**src/rtl/bp_defines.svh**
```systemverilog
`ifndef BP_DEFINES_SVH
`define BP_DEFINES_SVH

// history table and counter table index
`define BP_INDEX_BITS       5

// local history per entry
`define BP_HIST_BITS        5

// the counter table is split into banks
// the top index bits pick a bank, the rest pick an entry in it
`define BP_BANKS            4
`define BP_BANK_SEL_BITS    2
`define BP_BANK_ENTRIES     8

// history entries come out of reset as all zeros
`define BP_HIST_RESET       {`BP_HIST_BITS{1'b0}}

`endif
```
**src/rtl/bp_pkg.sv**
```systemverilog
`include "bp_defines.svh"

package bp_pkg;

typedef logic [`BP_INDEX_BITS-1:0] bp_index;      // table index
typedef logic [`BP_HIST_BITS-1:0] bp_history;     // local history, newest outcome in lsb

// entry within a bank and the bank number, low and high parts of an index
typedef logic [`BP_INDEX_BITS-`BP_BANK_SEL_BITS-1:0] bp_entry;
typedef logic [`BP_BANK_SEL_BITS-1:0] bp_bank_sel;

// two-bit saturating counter
// msb set means predict taken
typedef enum logic [1:0]
{
    strongly_nt = 2'b00,
    weakly_nt   = 2'b01,
    weakly_t    = 2'b10,
    strongly_t  = 2'b11
} bp_counter;

endpackage : bp_pkg

```
**src/rtl/lc3b_isa_pkg.sv**
```systemverilog
package lc3b_isa_pkg;

typedef logic [15:0] lc3b_word;     // data word or byte address
typedef logic  [8:0] lc3b_offset9;  // BR / LD / ST pc-relative offset

// instr[15:12]
typedef enum logic [3:0]
{
    op_br   = 4'b0000,
    op_add  = 4'b0001,
    op_ldb  = 4'b0010,
    op_stb  = 4'b0011,
    op_jsr  = 4'b0100,
    op_and  = 4'b0101,
    op_ldr  = 4'b0110,
    op_str  = 4'b0111,
    op_rti  = 4'b1000,
    op_not  = 4'b1001,
    op_ldi  = 4'b1010,
    op_sti  = 4'b1011,
    op_jmp  = 4'b1100,
    op_shf  = 4'b1101,
    op_lea  = 4'b1110,
    op_trap = 4'b1111
} lc3b_opcode;

endpackage : lc3b_isa_pkg

```
**src/rtl/bp_update_if.sv**
```systemverilog
`timescale 1ns/1ps

interface bp_update_if import bp_pkg::*; ();

    logic       update_en;      // a resolved branch trains a counter
    bp_bank_sel update_bank;    // bank holding the counter
    bp_entry    update_entry;   // counter within that bank
    logic       taken;          // resolved outcome

    modport indexer
    (
        output update_en,
        output update_bank,
        output update_entry,
        output taken
    );

    modport bank
    (
        input update_en,
        input update_bank,
        input update_entry,
        input taken
    );

endinterface : bp_update_if

```
**src/rtl/branch_predictor.sv**
```systemverilog
`timescale 1ns/1ps

`include "bp_defines.svh"

module branch_predictor import lc3b_isa_pkg::*, bp_pkg::*;
(
    input  logic     clk,
    input  logic     reset,
    input  lc3b_word fetch_pc,
    input  lc3b_word fetch_instr,
    input  logic     resolve_valid,
    input  lc3b_word resolve_pc,
    input  logic     resolve_taken,
    output logic     predict_taken,
    output lc3b_word predicted_pc
);

bp_index   lookup_index;
bp_entry   lookup_entry;
bp_counter bank_counts [`BP_BANKS];

bp_update_if upd ();

assign lookup_entry = lookup_index[`BP_INDEX_BITS-`BP_BANK_SEL_BITS-1:0];

history_indexer history_indexer_module
(
    .clk(clk),
    .reset(reset),
    .fetch_pc(fetch_pc),
    .resolve_pc(resolve_pc),
    .resolve_valid(resolve_valid),
    .resolve_taken(resolve_taken),
    .lookup_index(lookup_index),
    .upd(upd.indexer)
);

// every bank reads the same entry, the generator picks one
for (genvar g = 0; g < `BP_BANKS; g++)
begin : bank_gen
    counter_bank #(.bank_id(g)) counter_bank_module
    (
        .clk(clk),
        .reset(reset),
        .read_entry(lookup_entry),
        .upd(upd.bank),
        .count(bank_counts[g])
    );
end

prediction_gen prediction_gen_module
(
    .fetch_pc(fetch_pc),
    .fetch_instr(fetch_instr),
    .lookup_index(lookup_index),
    .bank_counts(bank_counts),
    .predict_taken(predict_taken),
    .predicted_pc(predicted_pc)
);

endmodule : branch_predictor

```
**src/rtl/prediction_gen.sv**
```systemverilog
`timescale 1ns/1ps

`include "bp_defines.svh"

module prediction_gen import lc3b_isa_pkg::*, bp_pkg::*;
(
    input  lc3b_word  fetch_pc,
    input  lc3b_word  fetch_instr,
    input  bp_index   lookup_index,
    input  bp_counter bank_counts [`BP_BANKS],
    output logic      predict_taken,
    output lc3b_word  predicted_pc
);

bp_bank_sel  bank_sel;
bp_counter   sel_count;
lc3b_opcode  opcode;
lc3b_offset9 offset9;
lc3b_word    pc_plus2;
lc3b_word    adj9;
logic        is_branch;
logic        counter_taken;

always_comb
begin
    // bank chosen by the top index bits
    bank_sel = lookup_index[`BP_INDEX_BITS-1 -: `BP_BANK_SEL_BITS];
    sel_count = bank_counts[bank_sel];

    opcode = lc3b_opcode'(fetch_instr[15:12]);
    offset9 = fetch_instr[8:0];

    // all-zero word is a NOP and never predicts
    is_branch = (opcode == op_br) && (fetch_instr != 16'h0000);
    counter_taken = (sel_count == weakly_t) || (sel_count == strongly_t);

    predict_taken = is_branch && counter_taken;
end

// target computed every cycle, whether or not a branch is predicted
always_comb
begin
    pc_plus2 = fetch_pc + 16'd2;
    adj9 = {{6{offset9[8]}}, offset9, 1'b0};    // sext, word offset to bytes
    predicted_pc = pc_plus2 + adj9;
end

endmodule : prediction_gen

```
**src/rtl/counter_bank.sv**
```systemverilog
`timescale 1ns/1ps

`include "bp_defines.svh"

module counter_bank import bp_pkg::*;
#(
    parameter int bank_id = 0
)
(
    input  logic      clk,
    input  logic      reset,
    input  bp_entry   read_entry,
    bp_update_if.bank upd,
    output bp_counter count
);

localparam bp_bank_sel own_bank = bp_bank_sel'(bank_id);

bp_counter cnt [`BP_BANK_ENTRIES];
logic      hit;

// one saturating step toward the resolved outcome
function automatic bp_counter step(bp_counter cur, logic taken);
    bp_counter nxt;
    nxt = cur;
    unique case (cur)
        strongly_nt: nxt = taken ? weakly_nt  : strongly_nt;
        weakly_nt:   nxt = taken ? weakly_t   : strongly_nt;
        weakly_t:    nxt = taken ? strongly_t : weakly_nt;
        strongly_t:  nxt = taken ? strongly_t : weakly_t;
    endcase
    return nxt;
endfunction

assign hit = upd.update_en && (upd.update_bank == own_bank);   // update aimed here
assign count = cnt[read_entry];     // lookup sees pre-update state

always_ff @(posedge clk)
begin
    if (reset)
    begin
        for (int i = 0; i < `BP_BANK_ENTRIES; i++)
        begin
            cnt[i] <= weakly_nt;
        end
    end
    else if (hit)
    begin
        cnt[upd.update_entry] <= step(cnt[upd.update_entry], upd.taken);
    end
end

endmodule : counter_bank

```
**src/rtl/history_indexer.sv**
```systemverilog
`timescale 1ns/1ps

`include "bp_defines.svh"

module history_indexer import lc3b_isa_pkg::*, bp_pkg::*;
(
    input  logic     clk,
    input  logic     reset,
    input  lc3b_word fetch_pc,
    input  lc3b_word resolve_pc,
    input  logic     resolve_valid,
    input  logic     resolve_taken,
    output bp_index  lookup_index,
    bp_update_if.indexer upd
);

localparam int hist_entries = 2 ** `BP_INDEX_BITS;

// one history per low-order fetch address
bp_history hist [hist_entries];

bp_index   fetch_slot;
bp_index   resolve_slot;
bp_history fetch_hist;
bp_history resolve_hist;
bp_index   update_index;

always_comb
begin
    fetch_slot = fetch_pc[`BP_INDEX_BITS-1:0];
    resolve_slot = resolve_pc[`BP_INDEX_BITS-1:0];

    // table reads are combinational, so both see the history before this edge
    fetch_hist = hist[fetch_slot];
    resolve_hist = hist[resolve_slot];

    lookup_index = fetch_slot ^ fetch_hist;     // gshare-style local xor
    update_index = resolve_slot ^ resolve_hist;
end

// split the update index into bank and entry for the counter banks
always_comb
begin
    upd.update_en = resolve_valid;
    upd.update_bank = update_index[`BP_INDEX_BITS-1 -: `BP_BANK_SEL_BITS];
    upd.update_entry = update_index[`BP_INDEX_BITS-`BP_BANK_SEL_BITS-1:0];
    upd.taken = resolve_taken;
end

always_ff @(posedge clk)
begin
    if (reset)
    begin
        for (int i = 0; i < hist_entries; i++)
        begin
            hist[i] <= `BP_HIST_RESET;
        end
    end
    else if (resolve_valid)
    begin
        // shift in the newest outcome
        hist[resolve_slot] <= {resolve_hist[`BP_HIST_BITS-2:0], resolve_taken};
    end
end

endmodule : history_indexer

```
**config.mk**
```make
export PLATFORM = sky130hd
export DESIGN_NAME = branch_predictor
export DESIGN_NICKNAME = d
export VERILOG_FILES = /design/src/rtl/bp_pkg.sv /design/src/rtl/lc3b_isa_pkg.sv /design/src/rtl/bp_update_if.sv /design/src/rtl/branch_predictor.sv /design/src/rtl/prediction_gen.sv /design/src/rtl/counter_bank.sv /design/src/rtl/history_indexer.sv
export VERILOG_INCLUDE_DIRS = /design/src /design/src/rtl
export SDC_FILE = /design/constraint.sdc
export NUM_CORES = 1
export LEC_CHECK = 0
export BUFFER_PORTS_ARGS = -buffer_cell sky130_fd_sc_hd__buf_2
export CAP_MARGIN = 20
export CELL_PAD_IN_SITES_DETAIL_PLACEMENT = 1
export CELL_PAD_IN_SITES_GLOBAL_PLACEMENT = 2
export CORE_ASPECT_RATIO = 1.25
export CORE_MARGIN = 4
export CORE_UTILIZATION = 40
export DETAILED_ROUTE_END_ITERATION = 6
export GPL_ROUTABILITY_DRIVEN = 0
export PLACE_DENSITY_LB_ADDON = 0.1
export SLEW_MARGIN = 0
export SYNTH_ARGS = -nofsm -noshare
export SYNTH_HDL_FRONTEND = slang
export SYNTH_SLANG_ARGS = --single-unit
export TNS_END_PERCENT = 10
```
**constraint.sdc**
```tcl
create_clock -name clk -period 4 [get_ports clk]
set_input_delay 0 -clock clk [delete_from_list [all_inputs] [get_ports clk]]
set_output_delay 0 -clock clk [all_outputs]
set_load 0.05 [all_outputs]
```
* Yosys cells after proc, flatten, opt, wreduce, memory -nomap -nowiden *
Memory sizes are Yosys's and may differ from the RTL's.
Cells that the tools add are included.

word-level totals
  bits in registers = 0
  bits in writable memories = 224
  bits of input ports = 52
  output and inout bits = 17
  word-level logic and storage cells = 98
  memories kept = 5

memory list
  name                                 depth  width  read ports  clocked after Yosys merged registers in  write ports  RTL line               source
  history_indexer_module.hist          32     5      2           0                                        32           history_indexer.sv:20  bp_history hist [hist_entries];
  bank_gen[0].counter_bank_module.cnt  8      2      2           0                                        8            counter_bank.sv:19     bp_counter cnt [`BP_BANK_ENTRIES];
  bank_gen[1].counter_bank_module.cnt  8      2      2           0                                        8            counter_bank.sv:19
  bank_gen[2].counter_bank_module.cnt  8      2      2           0                                        8            counter_bank.sv:19
  bank_gen[3].counter_bank_module.cnt  8      2      2           0                                        8            counter_bank.sv:19

cells by class
  $add $sub $neg = 2
  magnitude comparators = 1
  equal/unequal tests = 17
  mux-type cells = 51
  bitwise operators = 3
  reductions and logical operators = 19

operator list
  operator                                                                number
  2-bit two-way mux                                                       16
  2-bit one-hot mux with 4 select lines                                   4
  2-bit equality test (second input constant)                             12
  1-bit two-way mux                                                       24
  16-bit adder                                                            1
  16-bit by 2-bit adder with 16-bit output (second input constant)        1
  16-bit nonzero test                                                     1
  3-bit two-way mux                                                       4
  2-bit by 1-bit equality test with 1-bit output (second input constant)  5
  2-bit logical NOT                                                       5
  5-bit two-way mux                                                       2
  5-bit bitwise XOR                                                       2
  2-bit OR reduction                                                      4
  1-bit logical AND                                                       6
  5-bit OR reduction                                                      1
  2-bit binary-select mux with 2-bit select                               1
  4-bit logical NOT                                                       1
  3-bit >= comparator (second input constant)                             1
  2-bit NOT with 3-bit output                                             1
  1-bit logical OR                                                        1

* Longest topological paths before layout *
Gate-level depths: netlist of run 1.
An unclocked memory read counts as a cell.

  depth after elaboration = 9
  depth in mapped cells = 16
  depth with buffers taken out = 15

* Hierarchy *
A second synthesis of run 1 with hierarchy kept.

unflattened totals
  cells, all modules = 1078
  area, all modules = 13623.1 um^2

modules (own cells, without submodules)
  module                                              times used  cells an instance  area each (um^2)  seq. area each (um^2)
  history_indexer                                     1           662                8877.3            4804.6
  counter_bank (bank_gen[1].counter_bank_module ...)  2           77                 967.2             480.5
  counter_bank (bank_gen[0].counter_bank_module)      1           77                 965.9             480.5
  counter_bank (bank_gen[3].counter_bank_module)      1           76                 965.9             480.5
  prediction_gen                                      1           109                879.6             0.0

* Worst setup path after synthesis of run 1 *
OpenSTA, ideal clock, no wires.

  kind = input port to output port
  start point = in fetch_pc[0]
  end point = out predict_taken
  arrival = 3413 ps
  data required time = 4000 ps
  path slack = 587 ps
  stages = 9
  path buffers = 2
  cells stage by stage = buf_2 > buf_2 > mux4_2 > mux4_2 > o21ai_0 > mux4_2 > nand2_1 > o211ai_1 > a21boi_1

between the ends
  word-level cells in the longest chain between the ends = 9
  elaborated cells between the ends (all ways) = 14
  classes of those cells = 2 x eq/ne; 3 x mux; 2 x bitwise; 2 x reduce/logical; 5 x memory

RTL lines
  what                                                                    RTL line                source
  start, declared                                                         branch_predictor.sv:9   input lc3b_word fetch_pc,
  memory 32 x 5 bit                                                       n/a
  5-bit bitwise XOR *                                                     history_indexer.sv:37   lookup_index = fetch_slot ^ fetch_hist;
  memory 8 x 2 bit / 2-bit NOT with 3-bit output (equally long branches)  n/a
  2-bit binary-select mux with 2-bit select *                             prediction_gen.sv:28    sel_count = bank_counts[bank_sel];
  2-bit two-way mux (not written as such) * (2 in a row)                  prediction_gen.sv:28
  2-bit equality test                                                     prediction_gen.sv:35    counter_taken = (sel_count == weakly_t) || (sel_count == strongly_t);
  1-bit logical OR *                                                      prediction_gen.sv:35
  1-bit logical AND *                                                     prediction_gen.sv:37    predict_taken = is_branch && counter_taken;
  end, declared                                                           branch_predictor.sv:14  output logic predict_taken,

Mark *: on every way between the ends. The rest lies on a longest branch, timed or not. The select of a mux whose other input is x is not followed.

==> results.ini, run 1 <==
[sta]
hold_viol_final = 0
setup_tns_ns = 0
worstMarginPinSlew_ns = 0.993
period_share = 0.930
setup_viol = 0
slew_headroom = 0.335
fin_skew_ns = 0.0295
period_minus_slack_ns = 3.72
fmax_mhz = 269
drv_slew = 0
rsz0062_at_grt = no

[placement]
hpwlAfterDp_um = 28500
place_area_um2 = 13800
port_buffers = 57

[yosys]
syn-num-nets = 1113
avgSynthCellArea_um2 = 12.5
syn_inst = 1033
synthFlopType = edfxtp_1
synth-seq-area-share = 0.520
synth_edf_count = 224
ys_async_sr_fraction = 0
netlist_area_um2 = 12900
yosys.cell_types.count = 60
yosysWarnings = 0
ys_ff_latch = 224

[cts]
cts_sinks = 224
clockRootBuffer = clkbuf_16
numCtsBuffers = 25
post_cts_buffers = 0
cts_tree = done
htree_levels = 1
path_clk_slew_ns = 0.06
worstSkewPairLatency_ns = 0.54
clock_path_buffers = 3

[critical_path]
reg2reg_depth = 8
endpoint_kind = output pin
r2r-end = bank_gen[0].counter_bank_module.cnt[5][1]$_SDFFCE_PN0P_
arrival_ns = 3.72
rrSetupSlack_ns = 0.39
critical_path_required_ns = 4.00
crit_end = predict_taken
critPathMaxFanout = 11
criticalPathCategory = flip-flop to output pin
crit_start = history_indexer_module.hist[30][4]$_SDFFCE_PN0P_
start_kind = flip-flop
reg2reg_from = history_indexer_module.hist[30][2]$_SDFFCE_PN0P_

[route]
drt-pass1-iter-count = 5
wirelength_um = 38300
wl_per_cell_um = 25.2
viasPerCell = 5.69
via_count = 8641
antenna_left = 0
drt_iter0_drc = 514
drcViolationCount = 0

[final_layout]
syn2layout_area_growth_pct = 12.6
layout-drive-gt1-share = 0.235
fillers = 3314
nets = 1168
fin_area_um2 = 14600

[grt]
grt_pass1_wl_um = 58200
grt_pass1_vias = 9263
grtUsageTotal = 0.219
grt_remaining_overflow = 0
antenna_found_initial = 4
grt_start_max_net_pins = 66

[floorplanning]
die_height_um = 209
die_w_um = 169
die_area_um2 = 35300
start_util = 0.406
core-area_um2 = 31900
io-pin-count = 69
rows = 73

[power]
power_density_nw_per_um2 = 424
ir_worst_vdd_mv = 0.259
power_leakage_uw = 0.00520

[status]
status = finished clean

[min_path]
hold_class = input port to flip-flop

[job]
drv_cap = 0

[placed cells by master (no fill, tap or decap), drive strengths merged, types with 3 or more instances in the layout]
cell type,count
nand2,91
and2,3
nor3,25
mux2,3
nor3b,4
clkbuf,28
ha,27
o21ai,11
o211ai,3
a22oi,22
mux4,93
and4,3
buf,96
xnor2,16
nor2,215
a31oi,4
a21boi,3
and3,6
and3b,3
nor2b,9
nand2b,55
nand3,16
edfxtp,224
xor2,3
mux2i,51
inv,16
maj3,5
clkinv,15
nor4,3
or2,24
a21oi,7
[metrics by stage]
| step | utilization | hold WS, ns | total power [uW] | worst slack, ns | std cells |
|---|---|---|---|---|---|
| CTS | 0.457 | 0.0715 | 6260 | 0.120 | 1517 |
| global placement | 0.433 | 0.481 | 4040 | 0.413 | 1473 |
| finish | 0.457 | 0.0750 | 6180 | 0.282 | 1518 |
| detailed placement | 0.433 | 0.482 | 4050 | 0.359 | 1473 |
| floorplan | - | 0.167 | 3640 | 0.587 | 1033 |
| global route | 0.457 | 0.0829 | 6450 | 0.169 | 1517 |
[power by group]
group / switching (uW) / leakage, uW / internal, uW
Combinational: 807 / 0.00264 / 458
Clock: 927 / 0.000372 / 1260
Sequential: 55.2 / 0.00219 / 2670
Total: 1790 / 0.00520 / 4390
[logic make-up after synthesis]
family,after synthesis,synth area share
simple gates,460,0.163
flops,224,0.520
mux,147,0.204
buf+inv,85,0.0294
compound gates,65,0.0375
fa+ha+maj,33,0.0319
xor+xnor,19,0.0149
[per-layer routing]
metal	vias to the layer above	wire length (um)	global-route usage
met5	-	22	0
met4	4	1340	0.0719
met3	65	1310	0.0291
met2	157	20700	0.400
met1	4464	14900	0.266
li1	3951	-	-
[how the worst min path moves through the flow]
| stage | to | startpoint | cells past startpoint | slack [ns] |
|---|---|---|---|---|
| after detailed placement | predicted_pc[15] | fetch_pc[15] | 4 | 0.48 |
| after global placement | predicted_pc[15] | fetch_pc[15] | 4 | 0.48 |
| after global routing | bank_gen[1].counter_bank_module.cnt[7][0]$_SDFFCE_PN1P_ | resolve_taken | 3 | 0.08 |
| after CTS | bank_gen[0].counter_bank_module.cnt[1][0]$_SDFFCE_PN1P_ | resolve_taken | 3 | 0.07 |
| final | bank_gen[0].counter_bank_module.cnt[0][0]$_SDFFCE_PN1P_ | resolve_taken | 3 | 0.07 |
| after floorplan | predicted_pc[0] | fetch_pc[0] | 1 | 0.17 |
[final cells by class]
| type | count | area [um^2] | area share |
|---|---|---|---|
| inverters | 17 | 63.8 | 0.00438 |
| multi-input cells | 724 | 5850 | 0.402 |
| well taps | 412 | 515 | 0.0354 |
| clock inverters | 16 | 121 | 0.00833 |
| repair buffers | 96 | 656 | 0.0450 |
| diodes | 1 | 2.50 | 0.000172 |
| clock buffers | 28 | 637 | 0.0437 |
| flip-flops and latches | 224 | 6730 | 0.461 |
[state kept, by name (all words and copies together) (netlist names)]
| name | cells |
|---|---|
| history_indexer_module.hist | 160 |
| bank_gen.counter_bank_module.cnt | 64 |
[synth_stat cells, types with 16 or more instances]
cell,count,share of area
edfxtp_1,224,0.52
clkbuf_1,41,0.012
nand3_1,16,0.0062
nand2_1,91,0.026
buf_2,16,0.0062
mux2i_1,50,0.039
ha_1,27,0.026
nor3_1,24,0.0093
nor2_1,215,0.062
a22oi_1,22,0.013
nand2b_1,55,0.027
mux4_2,93,0.16
[timing repair]
item,in CTS,in global routing
endpoints found under the hold margin,0,0
endpoints found under the setup margin,0,1
resized for setup,0,1
hold buffers,0,0
[critical path, stage by stage, from the launching register on]
cell and delay, ns:
edfxtp_1 0.44, mux4_2 0.50, mux2i_1 0.20, a2bb2oi_1 0.27, nand2_2 0.29, buf_4 0.28, mux2i_1 0.12, mux2i_1 0.20
mux4_2 0.27, nand2_1 0.05, a21boi_1 0.36, buf_12 0.19
(Power assumes the default switching activity.)
==> run 2: changes to the inputs <==
--- a/config.mk
+++ b/config.mk
@@ -6,16 +6,17 @@
 export SDC_FILE = /design/constraint.sdc
 export NUM_CORES = 1
 export LEC_CHECK = 0
+export ABC_AREA = 1
 export BUFFER_PORTS_ARGS = -buffer_cell sky130_fd_sc_hd__buf_2
 export CAP_MARGIN = 20
 export CELL_PAD_IN_SITES_DETAIL_PLACEMENT = 1
 export CELL_PAD_IN_SITES_GLOBAL_PLACEMENT = 2
 export CORE_ASPECT_RATIO = 1.25
 export CORE_MARGIN = 4
-export CORE_UTILIZATION = 40
+export CORE_UTILIZATION = 38
 export DETAILED_ROUTE_END_ITERATION = 6
 export GPL_ROUTABILITY_DRIVEN = 0
-export PLACE_DENSITY_LB_ADDON = 0.1
+export PLACE_DENSITY = 0.87
 export SLEW_MARGIN = 0
 export SYNTH_ARGS = -nofsm -noshare
 export SYNTH_HDL_FRONTEND = slang
==> run 2 against run 1 <==
Largest cell class unchanged. Critical endpoint unchanged. Worst setup slack improved by 0.48 ns. Highest routed layer is now met4. Clock power increased by 4%. Cell area increased by 2.7%. Power increased by 2.9%. Via count increased by 40%. Count of clock-buffer cells in the layout unchanged.
==> results.ini, run 2 <==
[critical_path]
start_kind = flip-flop
rrSetupSlack_ns = 1.03  ; +0.64 ns
r2r-end = bank_gen[0].counter_bank_module.cnt[0][0]$_SDFFCE_PN1P_
crit_family = simple AND/OR/NAND/NOR gates
slowest_stage = edfxtp_1
critical_path_required_ns = 4.00  ; about the same
critPathMostFrequentCell = nand2_1
path_cells = nand2_1 -> nand3_1 -> nand3_1 -> nand2_1 -> nand2_1 -> nand3_1 -> nand2_1 -> nand2_1 -> nand2_1 -> nand2_1 -> nand3_1 -> nand3_1 -> nand3_1 -> nand2_1 -> nand2_1 -> nand2_1 -> nor2_1 -> buf_2
arrival_ns = 3.24  ; -0.48 ns
cpPeakStageDelay_ns = 0.40  ; -0.10 ns
criticalPathCategory = flip-flop to output pin
worst-path-buf-inv = 1  ; -1
endpoint_kind = output pin
reg2reg_depth = 14  ; +6
reg2reg_from = history_indexer_module.hist[14][1]$_SDFFCE_PN0P_
critPathMaxFanout = 13  ; +2

[floorplanning]
die_area_um2 = 38500  ; +8.9%
io-pin-count = 69  ; unchanged
die_w_um = 176  ; +4.3%
die_height_um = 218  ; +4.4%
start_util = 0.387  ; -0.0188
core-area_um2 = 34700  ; +8.9%
rows = 76  ; +4.1%

[sta]
hold_viol_final = 0  ; unchanged
drv_slew = 0  ; unchanged
fmax_mhz = 309  ; +15%
slew_headroom = 0.368  ; +0.0337
setup_viol = 0  ; unchanged
worstMarginPinSlew_ns = 0.942  ; -0.0507 ns
rsz0062_at_grt = no
fin_skew_ns = 0.0101  ; -0.0194 ns
period_minus_slack_ns = 3.24  ; -0.478 ns
period_share = 0.810  ; -0.120
setup_tns_ns = 0  ; unchanged
holdWs_ns = 0.111  ; +0.0363 ns

[final_layout]
final_cell_mix = nand2_1, nor2_1, edfxtp_1
register_area_um2 = 6730  ; unchanged
largestRegisters = history_indexer_module.hist (160), bank_gen.counter_bank_module.cnt (64)
syn2layout_area_growth_pct = 11.3
final_common_cell = nand2_1
largest_reg_flops = 160  ; unchanged
diodes = 0  ; -1
top_register = history_indexer_module.hist
fillers = 4113  ; +24%
layout-drive-gt1-share = 0.117  ; -0.118
nets = 1710  ; +46%
multi_input_area_um2 = 5850  ; about the same

[cts]
htree_levels = 1  ; unchanged
clock_path_buffers = 3  ; unchanged
cts_sinks = 224  ; unchanged
cts-hold-fix-buffers = 0  ; unchanged
cts_tree = done
post_cts_buffers = 0  ; unchanged
cts_resized = 0  ; unchanged
path_clk_slew_ns = 0.06  ; about the same
clockRootBuffer = clkbuf_16
numCtsBuffers = 25  ; unchanged
worstSkewPairLatency_ns = 0.54  ; about the same

[route]
drcViolationCount = 0  ; unchanged
drt-pass1-iter-count = 5  ; unchanged
wirelength_um = 47400  ; +24%
via_count = 12100  ; +40%
viasPerCell = 5.72  ; +0.46%
drt_iter0_drc = 905  ; +76%
antenna_left = 0  ; unchanged
wl_per_cell_um = 22.4  ; -11%

[yosys]
synth_compound_area_frac = 0.112  ; +0.0745
avgSynthCellArea_um2 = 8.46  ; -33%
synth_edf_count = 224  ; unchanged
synth_top_family_by_area = simple AND/OR/NAND/NOR gates
synthTopCellsByArea = edfxtp_1, nand2_1, nor2_1
synth_xor_area_frac = 0.00912  ; -0.00576
yosys.area_share.simple = 0.287  ; +0.124
synth_fa_ha_area_frac = 0.0266  ; -0.00527
netlist_area_um2 = 13400  ; +3.8%
synth-seq-area-share = 0.500  ; -0.0192
synth_area_leader_cell = edfxtp_1
muxShareOfSynthArea = 0  ; -0.204
yosysWarnings = 0  ; unchanged
synthFlopType = edfxtp_1
synth_top_area_share = 0.500  ; -0.0192
netlist_top_cells_count = nand2_1, edfxtp_1, nor2_1
ys_ff_latch = 224  ; unchanged
yosysMostFrequentCell = nand2_1
syn_inst = 1590  ; +54%
ys_async_sr_fraction = 0  ; unchanged
syn-num-nets = 1670  ; +50%
yosys.cell_types.count = 50  ; -17%

[grt]
antenna_found_initial = 0  ; -4
grt_pass1_vias = 12600  ; +36%
grt_pass1_wl_um = 72600  ; +25%
grt_start_max_net_pins = 106  ; +61%
grt_remaining_overflow = 0  ; unchanged
met2_usage = 0.450  ; +0.0497
top_usage_layer = met2
grtUsageMet3 = 0.0246  ; -0.00457
use_met1 = 0.282  ; +0.0161
grtUsageTotal = 0.244  ; +0.0248

[power]
power_leakage_uw = 0.00588  ; +13%
ir_worst_vdd_mv = 0.280  ; +8.1%
power_density_nw_per_um2 = 425  ; +0.23%

[min_path]
worstHoldStart = resolve_taken
min_path_cells = 3  ; unchanged
hold_class = input port to flip-flop
whs_endpoint = bank_gen[2].counter_bank_module.cnt[4][1]$_SDFFCE_PN0P_

[placement]
hpwlAfterDp_um = 33100  ; +16%
port_buffers = 57  ; unchanged

[status]
status = finished clean

[job]
drv_cap = 0  ; unchanged

-- run 2: cell types whose count changed after synthesis, sizes merged, moves of 25 or more --
cell / change
mux2i: -51
inv: +73
nand4: +41
buf: +25
mux4: -93
a21oi: +67
nand2: +405
nand2b: -55
o21ai: +57
nand3: +111
-- run 2: cell families (layout without fill, tap and decap cells) --
group | Yosys count | count (layout)
AND/OR/NAND/NOR | 906 | 906
AO/OA/AOI/OAI | 240 | 240
flip-flops | 224 | 224
buffers and inverters | 178 | 231
adder cells (fa/ha/maj) | 28 | 28
XOR/XNOR | 14 | 14
-- run 2: worst max path at each step --
stage | to | cells past startpoint | startpoint
detailed placement | bank_gen[3].counter_bank_module.cnt[6][1]$_SDFFCE_PN0P_ | 16 | resolve_pc[1]
global placement | bank_gen[0].counter_bank_module.cnt[5][0]$_SDFFCE_PN1P_ | 14 | resolve_pc[0]
floorplan | predicted_pc[14] | 19 | fetch_pc[1]
CTS | predict_taken | 18 | history_indexer_module.hist[27][0]$_SDFFCE_PN0P_
global route | predict_taken | 18 | history_indexer_module.hist[3][0]$_SDFFCE_PN0P_
finish | predict_taken | 18 | history_indexer_module.hist[1][0]$_SDFFCE_PN0P_
-- run 2: power by group --
group	total, uW	internal, uW	switching [uW]	leakage (uW)
Sequential	2720	2670	52.3	0.00219
Clock	2270	1320	954	0.000368
Combinational	1360	346	1020	0.00331
-- run 2: stage by stage --
| step | util | power, uW | setup WS [ns] | cell area [um^2] | std cells |
|---|---|---|---|---|---|
| 2_1_floorplan | - | 3670 | 0.609 | 13400 | 1590 |
| 3_3_place_gp | 0.409 | 4100 | 0.773 | 14200 | 2071 |
| 3_5_place_dp | 0.409 | 4130 | 0.672 | 14200 | 2071 |
| 4_1_cts | 0.431 | 6400 | 0.756 | 15000 | 2111 |
| 5_1_grt | 0.431 | 6610 | 0.541 | 15000 | 2111 |
| 6_report | 0.431 | 6360 | 0.760 | 15000 | 2111 |
-- run 2: cell type report --
cell class | count | area share
Sequential cell | 224 | 0.449
Timing Repair Buffer | 102 | 0.0460
Clock buffer | 28 | 0.0426
Inverter | 89 | 0.0230
Clock inverter | 12 | 0.00886
Tap cell | 468 | 0.0391
Multi-Input combinational cell | 1188 | 0.391
-- run 2: worst min-delay path: cells and delay by family --
kind / cells / cell delay [ns]
simple gates: 1 / 0.21
buf+inv: 1 / 0.20
compound gates: 1 / 0.07
-- run 2: routing by layer --
metal,vias up,share of wire
met2,390,0.51
met1,5988,0.38
met3,139,0.051
met4,0,0.054
met5,-,0
li1,5555,-
==> run 3: changes to the inputs <==
==> constraint.sdc (replaced) <==
create_clock -name clk -period 3.27 [get_ports clk]
set_input_delay 0 -clock clk [delete_from_list [all_inputs] [get_ports clk]]
set_output_delay 0 -clock clk [all_outputs]
set_load 0.05 [all_outputs]
==> run 3 against run 2 <==
Sequential power is 22% higher. Non-clock buffer count up 40. Via count grew 0.80%. Combinational power is 27% higher. Register-to-register slack lost 0.69 ns. Critical path type unchanged. Critical endpoint unchanged. Largest cell class unchanged. Largest power group unchanged.
==> results.ini, run 3 (synthesis results as in run 2) <==
[route]
via_count = 12200  ; +0.80%
drt_iter0_drc = 813  ; -10%
viasPerCell = 5.65  ; -1.2%
wirelength_um = 47900  ; +1.0%
drcViolationCount = 0  ; unchanged
drt-pass1-iter-count = 5  ; unchanged
antenna_left = 0  ; unchanged
wl_per_cell_um = 22.2  ; -0.99%

[final_layout]
final_cell_mix = nand2_1, edfxtp_1, nor2_1
fillers = 4176  ; +1.5%
syn2layout_area_growth_pct = 13.6
stdcell_count = 2154  ; +2.0%
diodes = 0  ; unchanged
multi_input_area_um2 = 5890  ; +0.73%
nets = 1751  ; +2.4%
final_common_cell = nand2_1
layout-drive-gt1-share = 0.142  ; +0.0249
largest_reg_flops = 160  ; unchanged
top_register = history_indexer_module.hist
largestRegisters = history_indexer_module.hist (160), bank_gen.counter_bank_module.cnt (64)
register_area_um2 = 6730  ; unchanged

[floorplanning]
die_height_um = 218  ; unchanged
rows = 76  ; unchanged
die_w_um = 176  ; unchanged
start_util = 0.387  ; unchanged
io-pin-count = 69  ; unchanged
core-area_um2 = 34700  ; unchanged
die_area_um2 = 38500  ; unchanged

[critical_path]
critPathMostFrequentCell = nand2_1
critical_path_required_ns = 3.27  ; -0.73 ns
rrSetupSlack_ns = 0.34  ; -0.69 ns
crit_family = compound AO/OA/AOI/OAI gates
endpoint_kind = output pin
reg2reg_from = history_indexer_module.hist[2][1]$_SDFFCE_PN0P_
cpPeakStageDelay_ns = 0.58  ; +0.18 ns
worst-path-buf-inv = 3  ; +2
slowest_stage = o21ai_0
path_cells = o21ai_0 -> o221ai_1 -> nand3_1 -> nand2_1 -> inv_1 -> o21ai_0 -> inv_1 -> nand3_1 -> nand2_1 -> nand2_1 -> nand2_1 -> nor2_2 -> buf_4
criticalPathCategory = flip-flop to output pin
reg2reg_depth = 16  ; +2
critPathMaxFanout = 3  ; -10
r2r-end = bank_gen[0].counter_bank_module.cnt[1][0]$_SDFFCE_PN1P_
arrival_ns = 3.04  ; -0.20 ns
start_kind = flip-flop

[cts]
clockRootBuffer = clkbuf_16
cts-hold-fix-buffers = 0  ; unchanged
clock_path_buffers = 3  ; unchanged
htree_levels = 1  ; unchanged
path_clk_slew_ns = 0.06  ; about the same
numCtsBuffers = 24  ; -4.0%
worstSkewPairLatency_ns = 0.54  ; about the same
cts_tree = done
cts_sinks = 224  ; unchanged

[sta]
rsz0062_at_grt = no
fmax_mhz = 329
period_minus_slack_ns = 3.04
setup_viol = 0  ; unchanged
worstMarginPinSlew_ns = 0.919  ; -0.0238 ns
period_share = 0.929
drv_slew = 0  ; unchanged
hold_viol_final = 0  ; unchanged
slew_headroom = 0.388  ; +0.0193
setup_tns_ns = 0  ; unchanged
fin_skew_ns = 0.0108  ; +0.000644 ns

[min_path]
min_path_cells = 3  ; unchanged
whs_endpoint = bank_gen[1].counter_bank_module.cnt[0][1]$_SDFFCE_PN0P_
worstHoldStart = resolve_taken
hold_class = input port to flip-flop

[grt]
grt_start_max_net_pins = 65  ; -39%
grt_pass1_wl_um = 73300  ; +1.1%
antenna_found_initial = 0  ; unchanged
grt_pass1_vias = 12700  ; +1.1%
grt_remaining_overflow = 0  ; unchanged
grtUsageTotal = 0.246  ; +0.00206

[power]
power_density_nw_per_um2 = 498  ; +17%
ir_worst_vdd_mv = 0.414  ; +48%
power_leakage_uw = 0.00606  ; +3.1%

[status]
status = finished clean

[job]
drv_cap = 0  ; unchanged

[placement]
port_buffers = 57  ; unchanged
hpwlAfterDp_um = 33600  ; +1.7%
place_inst = 2111  ; +1.9%

[run 3: cell types whose count changed in the layout (fill, tap and decap cells not counted), moves of 2 or more]
cell       before  now
buf_4          41   80
clkbuf_1        3    6
bufinv_16       3    0
buf_12          5    7
nand2_2        20   24
nand2_1       473  469
nand2_4         2    4
[run 3: routing by layer]
metal / GRT usage / part of all wire / vias up / wire [um]
met5: 0 / 0 / - / 0
met2: 0.464 / 0.53 / 371 / 25400
met3: 0.0254 / 0.046 / 110 / 2190
met1: 0.282 / 0.38 / 6038 / 18300
met4: 0.0985 / 0.042 / 0 / 1990
li1: - / - / 5650 / -
[run 3: layout make-up]
class / instances / area share
clock buffers: 31 / 0.0425
inverters: 89 / 0.0225
multi-input cells: 1190 / 0.386
well taps: 468 / 0.0384
clock inverters: 10 / 0.00344
repair buffers: 142 / 0.0666
flip-flops and latches: 224 / 0.441
[run 3: worst register-to-register path: cells and delay by family (launching register included)]
family          cells  cell delay, ns
buf+inv             2            0.35
compound gates      2            0.41
simple gates       12            1.49
flops               1            0.41
[run 3: worst max-delay path by stage]
stage / start / endpoint / cells past startpoint
floorplan: fetch_pc[1] / predicted_pc[15] / 18
global placement: resolve_pc[1] / bank_gen[3].counter_bank_module.cnt[5][0]$_SDFFCE_PN1P_ / 21
detailed placement: resolve_pc[1] / bank_gen[3].counter_bank_module.cnt[7][0]$_SDFFCE_PN1P_ / 21
CTS: history_indexer_module.hist[3][0]$_SDFFCE_PN0P_ / predict_taken / 18
global route: history_indexer_module.hist[25][0]$_SDFFCE_PN0P_ / predict_taken / 18
finish: history_indexer_module.hist[22][3]$_SDFFCE_PN0P_ / predict_taken / 13
[run 3: through the flow]
stage	utilization	area, um^2	setup slack [ns]	total power [uW]	hold slack [ns]
2_1_floorplan	-	13500	0.00316	4500	0.167
3_3_place_gp	0.419	14500	0.193	5050	0.495
3_5_place_dp	0.419	14500	0.116	5090	0.513
4_1_cts	0.439	15200	0.0525	7630	0.0786
5_1_grt	0.440	15300	0.0300	7900	0.0953
6_report	0.440	15300	0.232	7600	0.102
[run 3: where the power goes]
group          switching [uW]  leakage, uW  internal [uW]
Clock                    1150     0.000336           1390
Sequential               65.2      0.00219           3260
Combinational            1270      0.00353            464
[run 3: repair_timing]
action / in CTS / in global routing
setup endpoints to repair: 1 / 1
pin swaps: 0 / 2
setup buffers: 0 / 0
resized for setup: 2 / 8
cloned: 0 / 2
